$ cat src/hw/emesh_config.svh
`ifndef EMESH_CONFIG_SVH
`define EMESH_CONFIG_SVH

// ######################################################################
// Emesh link geometry
// ######################################################################

`define EMESH_PW 104  // Full packet width
`define EMESH_AW 32   // dstaddr / srcaddr width
`define EMESH_DW 32   // Data word width

// ######################################################################
// Endpoint sizing
// ######################################################################

`define EMESH_MEM_WORDS 256                       // Local word memory depth
`define EMESH_WIDX_LSB  2                         // Byte offset bits dropped
`define EMESH_WIDX_W    $clog2(`EMESH_MEM_WORDS)  // Word index width, addr[9:2]
`define EMESH_RX_DEPTH  2                         // Input queue entries

`endif

$ cat src/hw/emesh_pkg.sv
`include "emesh_config.svh"

package emesh_pkg;

  // Emesh packet, field order matches the link bit layout
  // Bit 0 is write, srcaddr sits on top
  typedef struct packed {
    logic [`EMESH_AW-1:0] srcaddr;   // [103:72]
    logic [`EMESH_DW-1:0] data;      // [71:40]
    logic [`EMESH_AW-1:0] dstaddr;   // [39:8]
    logic [4:0]           ctrlmode;  // [7:3]
    logic [1:0]           datamode;  // [2:1], carried only
    logic                 write;     // [0]
  } emesh_packet_t;

  // Memory opcode, follows the packet write bit
  typedef enum logic {
    op_read  = 1'b0,
    op_write = 1'b1
  } mem_op_t;

  // Decoded request from rx to the core
  typedef struct packed {
    mem_op_t                  op;
    logic [`EMESH_WIDX_W-1:0] widx;      // Word index into memory
    logic [`EMESH_DW-1:0]     wdata;
    logic [`EMESH_AW-1:0]     ret_addr;  // Requester srcaddr
    logic [`EMESH_AW-1:0]     req_addr;  // Original dstaddr
    logic [4:0]               ctrlmode;
    logic [1:0]               datamode;
  } mem_req_t;

  // Read result from the core to tx
  typedef struct packed {
    logic [`EMESH_DW-1:0] rdata;
    logic [`EMESH_AW-1:0] ret_addr;
    logic [`EMESH_AW-1:0] req_addr;
    logic [4:0]           ctrlmode;
    logic [1:0]           datamode;
  } mem_rsp_t;

  typedef enum logic {
    tx_idle = 1'b0,  // Nothing on the link
    tx_hold = 1'b1   // access_out high, packet held
  } tx_state_t;

endpackage

$ cat src/hw/emesh_tx.sv
`include "emesh_config.svh"

module emesh_tx import emesh_pkg::*; (
  input  logic          clk,
  input  logic          rst_n,
  input  logic          rsp_valid,
  input  mem_rsp_t      rsp,
  output logic          tx_busy,
  output logic          access_out,
  output emesh_packet_t packet_out,
  input  logic          wait_in
);

  tx_state_t state;
  tx_state_t state_nxt;
  logic      load;

  // Busy only when the held packet is blocked, so a handoff
  // and a new load share one edge
  assign tx_busy    = (state == tx_hold) && wait_in;
  assign load       = rsp_valid && !tx_busy;
  assign access_out = (state == tx_hold);

  // ######################################################################
  // Output FSM
  // ######################################################################

  always_comb begin
    state_nxt = state;
    case (state)
      tx_idle: begin
        if (rsp_valid) begin
          state_nxt = tx_hold;
        end
      end
      tx_hold: begin
        if (!wait_in && !rsp_valid) begin
          state_nxt = tx_idle;  // Packet gone, nothing behind it
        end
      end
      default: state_nxt = tx_idle;
    endcase
  end

  always_ff @(posedge clk) begin
    if (!rst_n) begin
      state <= tx_idle;
    end else begin
      state <= state_nxt;
    end
  end

  // Response packet, addresses swapped back to the requester
  always_ff @(posedge clk) begin
    if (load) begin
      packet_out.write    <= 1'b1;
      packet_out.datamode <= rsp.datamode;
      packet_out.ctrlmode <= rsp.ctrlmode;
      packet_out.dstaddr  <= rsp.ret_addr;
      packet_out.data     <= rsp.rdata;
      packet_out.srcaddr  <= rsp.req_addr;
    end
  end

endmodule

$ cat config.mk
export PLATFORM = sky130hd
export DESIGN_NAME = emesh_tx
export DESIGN_NICKNAME = d
export VERILOG_FILES = /design/src/hw/emesh_pkg.sv /design/src/hw/emesh_tx.sv
export VERILOG_INCLUDE_DIRS = /design/src /design/src/hw
export SDC_FILE = /design/constraint.sdc
export NUM_CORES = 1
export LEC_CHECK = 0
export BUFFER_PORTS_ARGS = -buffer_cell sky130_fd_sc_hd__buf_2
export CORE_MARGIN = 2
export CORE_UTILIZATION = 41
export DETAILED_ROUTE_END_ITERATION = 8
export PLACE_DENSITY = 0.9
export SLEW_MARGIN = 0
export SYNTH_ARGS = -nofsm -noshare
export SYNTH_HDL_FRONTEND = slang
export SYNTH_SLANG_ARGS = --single-unit
$ cat constraint.sdc
create_clock -name clk -period 7.55 [get_ports clk]
set_input_delay 1.51 -clock clk [delete_from_list [all_inputs] [get_ports clk]]
set_output_delay 1.51 -clock clk [all_outputs]
set_load 0.03 [all_outputs]
==> impl_metrics.ini <==
[outcome]
status = finished clean

[logic_synthesis]
seq_area_frac_synth_pct = 98.9
syn_nets = 216
synthDistinctLibCells = 7
synth.largest_area_cell = edfxtp_1
netlist_top_cells_area = edfxtp_1, dfxtp_1, and2_4, buf_4, o21a_1
ys_seq_elements = 104
syn_area_um2 = 3150
syn_inst = 109
synth_top_area_share_pct = 98.3
syn_avg_cell_area_um2 = 28.9
synth_warnings = 0

[cts]
cts_resized = 0
insertion_delay_ps = 350
numCtsBuffers = 9
clkSinkCount = 104
cts_hold_buffers = 0
h-tree-depth = 3
cts.clk_slew.worst_paths_ps = 90
ctsRootBufferMaster = clkbuf_8
cts_tree = done
cts_setup_buffers = 0
cts.path.max_buffers = 2

[timing]
fin_crit_ps = 3490
period_share_pct = 46.2
final_max_slew_viol_count = 0
final.setup.tns_ps = 0
relSlewSlack_pct = 14.8
hold_viol_final = 0
setup_viol = 0
rsz0062_at_grt = false
fmax_ghz = 0.287
tightest_slew_ps = 1280
clock-skew-final_ps = 12.7

[detailed_routing]
antenna_left = 0
first_pass_iters = 4
routed_wl_mm = 6.67
vias = 1906
drt_iter0_drc = 63
avgRoutedWirePerCell_um = 15.3
vias_per_cell = 4.37
drc = 0

[power]
seqPwrFrac_pct = 57.5
p_sw_share_pct = 23.8
ir_drop_mv = 0.126
leakage_nw = 1.97
switchingPower_mw = 0.282
intPower_mw = 0.903
pwr_density_cell_nw_per_um2 = 260
pwr-share-clk_pct = 30.5
comb_power_share_pct = 11.9

[layout]
drive_gt1_share_pct = 68.2
seqCellArea_um2 = 3110
layout_commonest_cell = buf_2
most-common-layout-cells = buf_2, edfxtp_1, clkbuf_8, bufinv_16
fin_nets = 438
final_util_pct = 62.1
multi_input_area_um2 = 33.8
areaGrowthSynthToFinish_pct = 44.7
fillers = 556

[setup_path]
crit_path_start_kind = input port
rrSetupSlack_ps = 4970
crit_arrival_ps = 3470
cp_cell_sequence = buf_2 -> and2_4 -> nor2b_4 -> buf_4
endpoint_kind = register
crit_family = simple AND/OR/NAND/NOR gates
r2r-end = packet_out[102]$_DFFE_PP_
required_ps = 7530
crit_fanout = 55
crit_type = in -> reg
reg2reg_depth = 3
r2r_start = access_out$_SDFF_PN0_
crit_slowest_cell = nor2b_4
crit_path_max_incr_delay_ps = 960
crit_buf_inv = 2

[die]
core-area_um2 = 7330
ios = 213
rows = 31
start_util_pct = 42.9
die_area_um2 = 8390
die_y_um = 91.6
die_x_um = 91.6

[placed_design]
portBuffers = 211
gp_congestion = 0.724

[grt]
grt_pass1_wl_mm = 9.95
grt_max_degree = 56
antenna_found_initial = 2
grt-ovfl-total = 0
grt_usage_pct = 16.1
grt_pass1_vias = 1924

[worst_hold_path]
hold_depth = 2
min_to = access_out$_SDFF_PN0_
min_from = access_out$_SDFF_PN0_
min_path_type = reg -> reg

[job]
maxCapViolations = 0
-- cells in the mapped netlist, drive strengths merged --
cell / count
dfxtp: 1
and2: 1
nor2b: 1
conb: 1
buf: 1
o21a: 1
edfxtp: 103
-- per-layer routing --
layer | up-vias | global-route usage (%) | share of wire (%)
li1 | 879 | - | -
met1 | 876 | 18.2 | 35
met2 | 135 | 26.4 | 50
met3 | 14 | 7.14 | 13
met4 | 2 | 6.94 | 2.0
met5 | - | 0 | 0.20
-- tightest hold or removal path, stage by stage, from the launching register on --
cell,delay (ps)
dfxtp_1,340
and2_4,160
o21a_1,100
-- kinds of logic (layout without fill, tap and decap cells) --
logic type             after synthesis  in the layout  share of synthesized area [%]
other                                1              2                          0.119
buffers and inverters                1            228                          0.239
AOI/OAI and AO/OA                    1              1                          0.239
and+or+nand+nor                      2              2                          0.477
DFF                                104            104                           98.9
-- stage by stage --
step	std cells	setup slack (ps)	total power, mW	instance area, um^2	hold slack, ps
finish	436	4060	1.18	4550	628
global route	435	3880	1.23	4550	659
CTS	435	4040	1.20	4550	637
detailed placement	419	3650	0.839	4330	611
global placement	419	3770	0.834	4330	591
floorplan	109	713	0.781	3150	841
-- registers in the layout, summed over array words and instances (netlist names) --
name        cells
access_out      1
packet_out    103
-- area by class of cell --
cell class	instances	area share [%]
clock inverter	7	2.06
multi-input combinational	4	0.742
timing repair buffer	212	23.4
sequential	104	68.4
clock buffer	9	2.72
antenna	1	0.0549
tap	99	2.72
-- power groups by stage --
stage	sequential, mW	clock (mW)	combinational (mW)
detailed placement	0.696	0	0.143
finish	0.682	0.362	0.141
CTS	0.682	0.375	0.143
global placement	0.694	0	0.140
global route	0.685	0.396	0.149
floorplan	0.769	0	0.0122
-- worst max-delay path by stage --
stage / cells after the start / startpoint / endpoint / slack [ps]
after floorplan: 2 / wait_in / packet_out[100]$_DFFE_PP_ / 710
after global placement: 4 / wait_in / packet_out[54]$_DFFE_PP_ / 3770
after detailed placement: 4 / wait_in / packet_out[101]$_DFFE_PP_ / 3650
after CTS: 4 / wait_in / packet_out[33]$_DFFE_PP_ / 4040
after global routing: 4 / wait_in / packet_out[66]$_DFFE_PP_ / 3880
final: 4 / wait_in / packet_out[102]$_DFFE_PP_ / 4060
Power figures use the tool's default switching activity.
