$ cat src/hw/emesh_config.svh
`ifndef EMESH_CONFIG_SVH
`define EMESH_CONFIG_SVH

// ######################################################################
// Emesh link geometry
// ######################################################################

`define EMESH_PW 104  // Full packet width
`define EMESH_AW 32   // dstaddr / srcaddr width
`define EMESH_DW 32   // Data word width

// ######################################################################
// Endpoint sizing
// ######################################################################

`define EMESH_MEM_WORDS 256                       // Local word memory depth
`define EMESH_WIDX_LSB  2                         // Byte offset bits dropped
`define EMESH_WIDX_W    $clog2(`EMESH_MEM_WORDS)  // Word index width, addr[9:2]
`define EMESH_RX_DEPTH  2                         // Input queue entries

`endif

$ cat src/hw/emesh_pkg.sv
`include "emesh_config.svh"

package emesh_pkg;

  // Emesh packet, field order matches the link bit layout
  // Bit 0 is write, srcaddr sits on top
  typedef struct packed {
    logic [`EMESH_AW-1:0] srcaddr;   // [103:72]
    logic [`EMESH_DW-1:0] data;      // [71:40]
    logic [`EMESH_AW-1:0] dstaddr;   // [39:8]
    logic [4:0]           ctrlmode;  // [7:3]
    logic [1:0]           datamode;  // [2:1], carried only
    logic                 write;     // [0]
  } emesh_packet_t;

  // Memory opcode, follows the packet write bit
  typedef enum logic {
    op_read  = 1'b0,
    op_write = 1'b1
  } mem_op_t;

  // Decoded request from rx to the core
  typedef struct packed {
    mem_op_t                  op;
    logic [`EMESH_WIDX_W-1:0] widx;      // Word index into memory
    logic [`EMESH_DW-1:0]     wdata;
    logic [`EMESH_AW-1:0]     ret_addr;  // Requester srcaddr
    logic [`EMESH_AW-1:0]     req_addr;  // Original dstaddr
    logic [4:0]               ctrlmode;
    logic [1:0]               datamode;
  } mem_req_t;

  // Read result from the core to tx
  typedef struct packed {
    logic [`EMESH_DW-1:0] rdata;
    logic [`EMESH_AW-1:0] ret_addr;
    logic [`EMESH_AW-1:0] req_addr;
    logic [4:0]           ctrlmode;
    logic [1:0]           datamode;
  } mem_rsp_t;

  typedef enum logic {
    tx_idle = 1'b0,  // Nothing on the link
    tx_hold = 1'b1   // access_out high, packet held
  } tx_state_t;

endpackage

$ cat src/hw/emesh_rx.sv
`include "emesh_config.svh"

module emesh_rx import emesh_pkg::*; (
  input  logic          clk,
  input  logic          rst_n,
  input  logic          access_in,
  input  emesh_packet_t packet_in,
  output logic          wait_out,
  output logic          req_valid,
  output mem_req_t      req,
  input  logic          core_stall
);

  localparam int DEPTH = `EMESH_RX_DEPTH;
  localparam int PTR_W = (DEPTH > 1) ? $clog2(DEPTH) : 1;
  localparam int CNT_W = $clog2(DEPTH + 1);

  logic [`EMESH_PW-1:0] q_mem [DEPTH];  // Raw packet slots
  logic [PTR_W-1:0]     wr_ptr;
  logic [PTR_W-1:0]     rd_ptr;
  logic [CNT_W-1:0]     count;         // Occupied entries
  logic                 push;
  logic                 pop;
  emesh_packet_t        head;

  // ######################################################################
  // Queue control
  // ######################################################################

  assign push      = access_in && !wait_out;   // Link handshake
  assign pop       = req_valid && !core_stall; // Core takes head
  assign wait_out  = (count == CNT_W'(DEPTH)); // Full, hold the sender
  assign req_valid = (count != '0);

  always_ff @(posedge clk) begin
    if (!rst_n) begin
      wr_ptr <= '0;
      rd_ptr <= '0;
      count  <= '0;
    end else begin
      if (push) begin
        wr_ptr <= (wr_ptr == PTR_W'(DEPTH - 1)) ? '0 : wr_ptr + PTR_W'(1);
      end
      if (pop) begin
        rd_ptr <= (rd_ptr == PTR_W'(DEPTH - 1)) ? '0 : rd_ptr + PTR_W'(1);
      end
      case ({push, pop})
        2'b10:   count <= count + CNT_W'(1);
        2'b01:   count <= count - CNT_W'(1);
        default: count <= count;  // Idle or simultaneous
      endcase
    end
  end

  // Storage only, pointers qualify it
  always_ff @(posedge clk) begin
    if (push) begin
      q_mem[wr_ptr] <= packet_in;
    end
  end

  // ######################################################################
  // Head decode
  // ######################################################################

  assign head = emesh_packet_t'(q_mem[rd_ptr]);

  always_comb begin
    req.op       = head.write ? op_write : op_read;
    req.widx     = head.dstaddr[`EMESH_WIDX_LSB +: `EMESH_WIDX_W]; // Upper bits ignored
    req.wdata    = head.data;
    req.ret_addr = head.srcaddr;  // Where a read answer goes
    req.req_addr = head.dstaddr;
    req.ctrlmode = head.ctrlmode;
    req.datamode = head.datamode;
  end

endmodule

$ cat config.mk
export PLATFORM = sky130hd
export DESIGN_NAME = emesh_rx
export DESIGN_NICKNAME = d
export VERILOG_FILES = /design/src/hw/emesh_pkg.sv /design/src/hw/emesh_rx.sv
export VERILOG_INCLUDE_DIRS = /design/src /design/src/hw
export SDC_FILE = /design/constraint.sdc
export NUM_CORES = 1
export LEC_CHECK = 0
export ABC_AREA = 1
export ABC_CLOCK_PERIOD_IN_PS = 6100
export BUFFER_PORTS_ARGS = -buffer_cell sky130_fd_sc_hd__buf_4
export CORE_ASPECT_RATIO = 0.75
export CORE_UTILIZATION = 29
export CTS_BUF_LIST = sky130_fd_sc_hd__clkbuf_16
export DETAILED_ROUTE_END_ITERATION = 7
export GPL_ROUTABILITY_DRIVEN = 1
export GPL_TIMING_DRIVEN = 0
export PLACE_DENSITY = 0.59
export REMOVE_ABC_BUFFERS = 1
export SLEW_MARGIN = 0
export SYNTH_ARGS = -nofsm -noshare
export SYNTH_HDL_FRONTEND = slang
export SYNTH_SLANG_ARGS = --single-unit
$ cat constraint.sdc
create_clock -name clk -period 6.1 [get_ports clk]
set_input_delay 0.305 -clock clk [delete_from_list [all_inputs] [get_ports clk]]
set_output_delay 0.305 -clock clk [all_outputs]
set_load 0.1 [all_outputs]
==> impl_results.md, run 1 <==
- CTS Sinks: 213
- Worst-path clk slew: 60 ps
- Total CTS buffers: 23
- Syn Area/Cell: 21.8 µm²
- Avg WL per Cell: 15.8 µm
- Setup violations, final: 0
- CP Max Fanout: 56
- Die W: 194 µm
- Clock Tree Buf Depth: 3
- Post-DP HPWL: 10.7 mm
- Top Ports: 222
- CP top delay family: flip-flops
- Crit path largest cell delay: 940 ps
- Top cells by area, synth: edfxtp_1 (78%), mux2_4 (11%), mux2_2 (6.1%), dfxtp_1 (1.2%), buf_6 (0.98%)
- FP Rows: 52
- Die Y: 146 µm
- Post-synthesis cell count: 370
- Die area: 28500 µm²
- Drc violations: 0
- Async SR Flop Fraction: 0
- Area Growth Syn to Fin: 46.8%
- Vias in the first global route: 5034
- Hold-fix buffers at CTS: 104
- Drt pass-1 iters: 4
- Initial Util: 0.297
- CP endpoint kind: output port
- Worst path slowest cell: dfxtp_4
- CP Launch Type: register
- Mapped cell area: 8060 µm²
- Worst-Margin Slew: 920 ps
- Final net count: 814
- Syn. warnings: 0
- Maxcap violations: 0
- Congestion Overflow GR: 0
- Post-synth top area cell: edfxtp_1
- Pin count of the biggest net entering global routing: 57
- Placed inst area: 10100 µm²
- Layout cells sized above 1: 0.506
- Setup bufs post-CTS: 0
- Buffers and inverters on the worst path: 2
- DP Cell Count: 927
- Post-CTS Resized: 0
- CTS Root Cell: clkbuf_16
- Top-area cell type share of the netlist area: 0.775
- Top cells by count, synth: edfxtp_1 (208), mux2_4 (60), mux2_2 (44)
- Min Clock Period, post-route: 2800 ps
- Top_reg_cell synth: edfxtp_1
- CTS tree: yes
- Final GP Congestion: 0.802
- Most frequent cell after synthesis: edfxtp_1
- Hold Path Class: in -> reg
- Total Wirelength: 16.9 mm
- Max Transition Viols Final: 0
- N_diodes: 0
- DR vias: 4472
- Total negative slack: 0 ps
- Crit path required time: 5790 ps
- Fin. Hold Viols: 0
- Finished Layout Cells: 1071
- PortBufs: 221
- DR iter-0 viols: 146
- Status: finished, final reports clean
- RSZ-0062 raised after global routing: no
- Post-Layout Inst Area: 11800 µm²
- Clk_skew: 10.3 ps
- H-tree depth: 1
- Initial antenna violation count: 0
- Maximum clock rate: 357 MHz
- Static leakage: 4.58 nW
- Post-synthesis cell type count: 16
- Post-route ant nets: 0
- Register area share after synthesis: 0.787
- Pwr Density: 439 nW/µm²
- Global-route wire length before repair: 26.3 mm
- #FFs+latches synth: 213
- Overall Global Routing Usage: 0.117
- Clk Latency, worst-skew pair: 500 ps
- Final Cycle Share: 0.460
- Number of synthesized flops with an enable pin: 208
- Final core area utilization: 0.436
- Max VDD drop: 0.323 mV
- Crit-path cells: buf_16 -> mux2_2 -> buf_4
- WP data arrival: 2500 ps
- Slew HR: 0.386
- Crit Path Class: reg -> out
- Hold slack: 71.0 ps
- Post-DR vias/cell: 4.18
- Core area: 27100 µm²
-- layout make-up --
class                      instances  area (µm²)
clock buffer                      23         576
tap                              351         439
fill                            2346       15300
inverter                           7        28.8
multi-input combinational        130        1520
clock inverter                    17         105
timing repair buffer             330        2820
sequential                       213        6350
-- layout by cell type (no fill, tap or decap) --
| cell | synthesis | layout |
|---|---|---|
| nand3b_1 | 1 | 1 |
| clkbuf_16 | 0 | 23 |
| buf_12 | 0 | 3 |
| nor2_1 | 12 | 11 |
| inv_4 | 0 | 1 |
| inv_6 | 0 | 1 |
| dlygate4sd3_1 | 0 | 104 |
| edfxtp_1 | 208 | 208 |
| o21ai_0 | 1 | 1 |
| dfxtp_4 | 0 | 1 |
| buf_16 | 0 | 2 |
| mux2_4 | 60 | 60 |
| dfxtp_1 | 5 | 4 |
| ha_1 | 1 | 1 |
| clkinv_2 | 0 | 5 |
| inv_1 | 7 | 12 |
| buf_4 | 8 | 221 |
| bufinv_16 | 0 | 1 |
| nand2_1 | 8 | 8 |
| a21oi_1 | 2 | 2 |
| nand4_1 | 1 | 1 |
| mux2_2 | 44 | 44 |
| clkinv_1 | 0 | 3 |
| clkinvlp_4 | 0 | 1 |
| nor2_4 | 0 | 1 |
-- cell families (layout without fill, tap and decap cells) --
kind of cell,after synthesis,count (layout),share of synthesized area
adder cells (fa/ha/maj),1,1,0.00155
AND/OR/NAND/NOR,22,22,0.0110
flip-flops,213,213,0.787
buffers and inverters,27,377,0.0248
AO/OA/AOI/OAI,3,3,0.00186
multiplexers,104,104,0.173
-- registers in the layout, indices dropped and copies added, names as in the netlist, named ones only --
register  flops
q_mem       208
count         2
rd_ptr        1
wr_ptr        1
-- report_power, final --
group | internal, mW | total [mW] | switching [mW]
clock | 0.724 | 1.27 | 0.542
combinational | 0.537 | 2.07 | 1.53
sequential | 1.79 | 1.87 | 0.0758
-- worst min-delay path, delay by kind of cell --
kind	cells	cell delay (ps)
and+or+nand+nor	2	100
buffers and inverters	1	120
-- path summary, 6_finish.rpt --
| path | start | endpoint | slack [ps] | depth (start not counted) |
|---|---|---|---|---|
| max | register | req[106] | 3300 | 3 |
| min | rst_n | wr_ptr | 70 | 3 |
| max reg2reg | count[1] | q_mem[0][62] | 3960 | 7 |
| min reg2reg | count[1] | count[1] | 530 | 2 |
-- metal layers --
metal / part of all wire / track usage
met3: 0.070 / 0.0358
met4: 0.022 / 0.0290
met2: 0.48 / 0.203
met1: 0.42 / 0.140
met5: 0 / 0
-- stage by stage --
stage,setup WS [ps],power [mW]
2_1_floorplan,86.1,3.56
3_3_place_gp,-1900,3.97
3_5_place_dp,3740,3.92
4_1_cts,3200,5.26
5_1_grt,3150,5.38
6_report,3300,5.20
No activity file was read; power rests on OpenSTA's default activity.
==> run 2: changes to the inputs <==
ABC_CLOCK_PERIOD_IN_PS = 2800   (was 6100)
clock period = 2.8 ns   (was 6.1 ns; I/O delays follow)
==> run 2 against run 1 <==
Compared with the run above: non-clock buffer count rose by 2; clock-buffer cell count did not move; design area rose by 0.17%; hold slack got worse by 14 ps; clock power rose by 120%; sequential share of layout area fell by 0.091 points; final cell count rose by 0.19%; critical path depth did not move; global-route usage barely moved; sequential cell count did not move; critical endpoint unchanged; largest cell class unchanged; largest power group unchanged.
==> impl_results.md, run 2 (synthesis results as in run 1) <==
- Worst-Margin Slew: 921 ps (+1.02 ps)
- Worst-path clk slew: 60 ps (about the same)
- Post-CTS Resized: 0 (unchanged)
- Global-route wire length before repair: 26.4 mm (+0.32%)
- Max reg flops: 208 (unchanged)
- Die Y: 146 µm (unchanged)
- Setup bufs post-CTS: 0 (unchanged)
- Placed inst area: 10100 µm² (unchanged)
- Crit path required time: 2660 ps (-3130 ps)
- Min Clock Period, post-route: 2640 ps
- Share of power burned in registers: 0.359 (about the same)
- CTS Root Cell: clkbuf_16
- CP Max Fanout: 56 (unchanged)
- Max Transition Viols Final: 0 (unchanged)
- Post-Layout Inst Area: 11900 µm² (+0.17%)
- RSZ-0062 raised after global routing: no
- Combinational power share: 0.398 (about the same)
- Drc violations: 0 (unchanged)
- Total Power: 11.3 mW (+120%)
- Fin. Hold Viols: 0 (unchanged)
- Top flop regs: q_mem x208, count x2
- WP data arrival: 2500 ps (about the same)
- Hold Path Class: in -> reg
- Final net count: 816 (+0.25%)
- Final core area utilization: 0.437 (+0.000738)
- Final Cycle Share: 0.943
- Worst setup margin: 159 ps (-3140 ps)
- DP Cell Count: 927 (unchanged)
- Crit Path Class: reg -> out
- FP Rows: 52 (unchanged)
- Part of the power in the clock network: 0.244 (about the same)
- Clock Tree Buf Depth: 3 (unchanged)
- Status: finished, final reports clean
- Total CTS buffers: 23 (unchanged)
- Pre-CTS WS: 610 ps (-3130 ps)
- Maximum clock rate: 379 MHz
- Total negative slack: 0 ps (unchanged)
- DR vias: 4500 (+0.63%)
- Most frequent cells in the layout: buf_4 (221), edfxtp_1 (208), dlygate4sd3_1 (106)
- Multi-input gate area: 1520 µm² (unchanged)
- CP endpoint kind: output port
- Die area: 28500 µm² (unchanged)
- N_diodes: 0 (unchanged)
- Pin count of the biggest net entering global routing: 57 (unchanged)
- Max VDD drop: 0.705 mV (+120%)
- Pwr Density: 956 nW/µm² (+120%)
- Switch share: 0.413 (about the same)
- Avg WL per Cell: 15.9 µm (+0.42%)
- Clk_skew: 10.0 ps (-0.225 ps)
- Layout cells sized above 1: 0.504 (-0.00140)
- Post-DR vias/cell: 4.19 (+0.44%)
- Finished Layout Cells: 1073 (+0.19%)
- CTS Sinks: 213 (unchanged)
- Setup violations, final: 0 (unchanged)
- Post-route ant nets: 0 (unchanged)
- Most flops, register: q_mem
- Net Sw Power: 4.68 mW (+120%)
- CP Launch Type: register
- Flop2flop setup slack: 660 ps (-3300 ps)
- Die W: 194 µm (unchanged)
- Fill cells: 2341 (-0.21%)
- PortBufs: 221 (unchanged)
- Final GP Congestion: 0.802 (unchanged)
- Static leakage: 4.58 nW (+0.18%)
- DR iter-0 viols: 153 (+4.8%)
- Post-DP HPWL: 10.7 mm (unchanged)
- Clk Latency, worst-skew pair: 500 ps (about the same)
- Area Growth Syn to Fin: 47.1%
- H-tree depth: 1 (unchanged)
- Vias in the first global route: 5042 (+0.16%)
- Initial Util: 0.297 (unchanged)
- Drt pass-1 iters: 4 (unchanged)
- FF+latch area: 6350 µm² (unchanged)
- Initial antenna violation count: 0 (unchanged)
- P_int: 6.65 mW (+120%)
- Maxcap violations: 0 (unchanged)
- Hold slack: 57.4 ps (-13.5 ps)
- Slew HR: 0.386 (-0.000683)
- Top Ports: 222 (unchanged)
- Overall Global Routing Usage: 0.117 (+0.000362)
- Most common cell after layout, fill and taps aside: buf_4
- CTS tree: yes
- Congestion Overflow GR: 0 (unchanged)
- Core area: 27100 µm² (unchanged)
- Hold-fix buffers at CTS: 106 (+1.9%)
- Total Wirelength: 17.1 mm (+0.61%)
run 2: cell types whose count changed in the layout (fill, tap and decap cells not counted):
| cell | before | now |
|---|---|---|
| dlygate4sd3_1 | 104 | 106 |
run 2: worst max-delay path, stage by stage, from the launching register on:
cell	delay [ps]
dfxtp_4	940
buf_16	390
mux2_2	410
buf_4	240
run 2: worst paths after layout:
path              startpoint            to  cells after the start
hold reg to reg     count[1]      count[1]                      2
setup / recovery    register      req[106]                      3
setup reg to reg    count[1]  q_mem[0][88]                      7
hold / removal     access_in        wr_ptr                      5
run 2: layout make-up:
type | count | share of cell area
clock buffers | 23 | 0.0486
clock inverters | 17 | 0.00887
inverters | 7 | 0.00243
multi-input cells | 130 | 0.128
flip-flops and latches | 213 | 0.536
well taps | 351 | 0.0370
repair buffers | 332 | 0.239
run 2: routing by layer:
metal  up-vias  part of all wire  global-route usage
met2       159              0.49               0.204
met3        24             0.069              0.0358
li1       2112                 -                   -
met1      2205              0.42               0.140
met4         0             0.021              0.0282
met5         -                 0                   0
run 2: power by group through the flow:
stage	Combinational (mW)	Sequential, mW	Clock, mW
floorplan	3.57	4.18	0
global placement	4.37	4.27	0
detailed placement	4.40	4.14	0
CTS	4.53	4.07	2.86
global route	4.64	4.10	2.98
finish	4.51	4.06	2.76
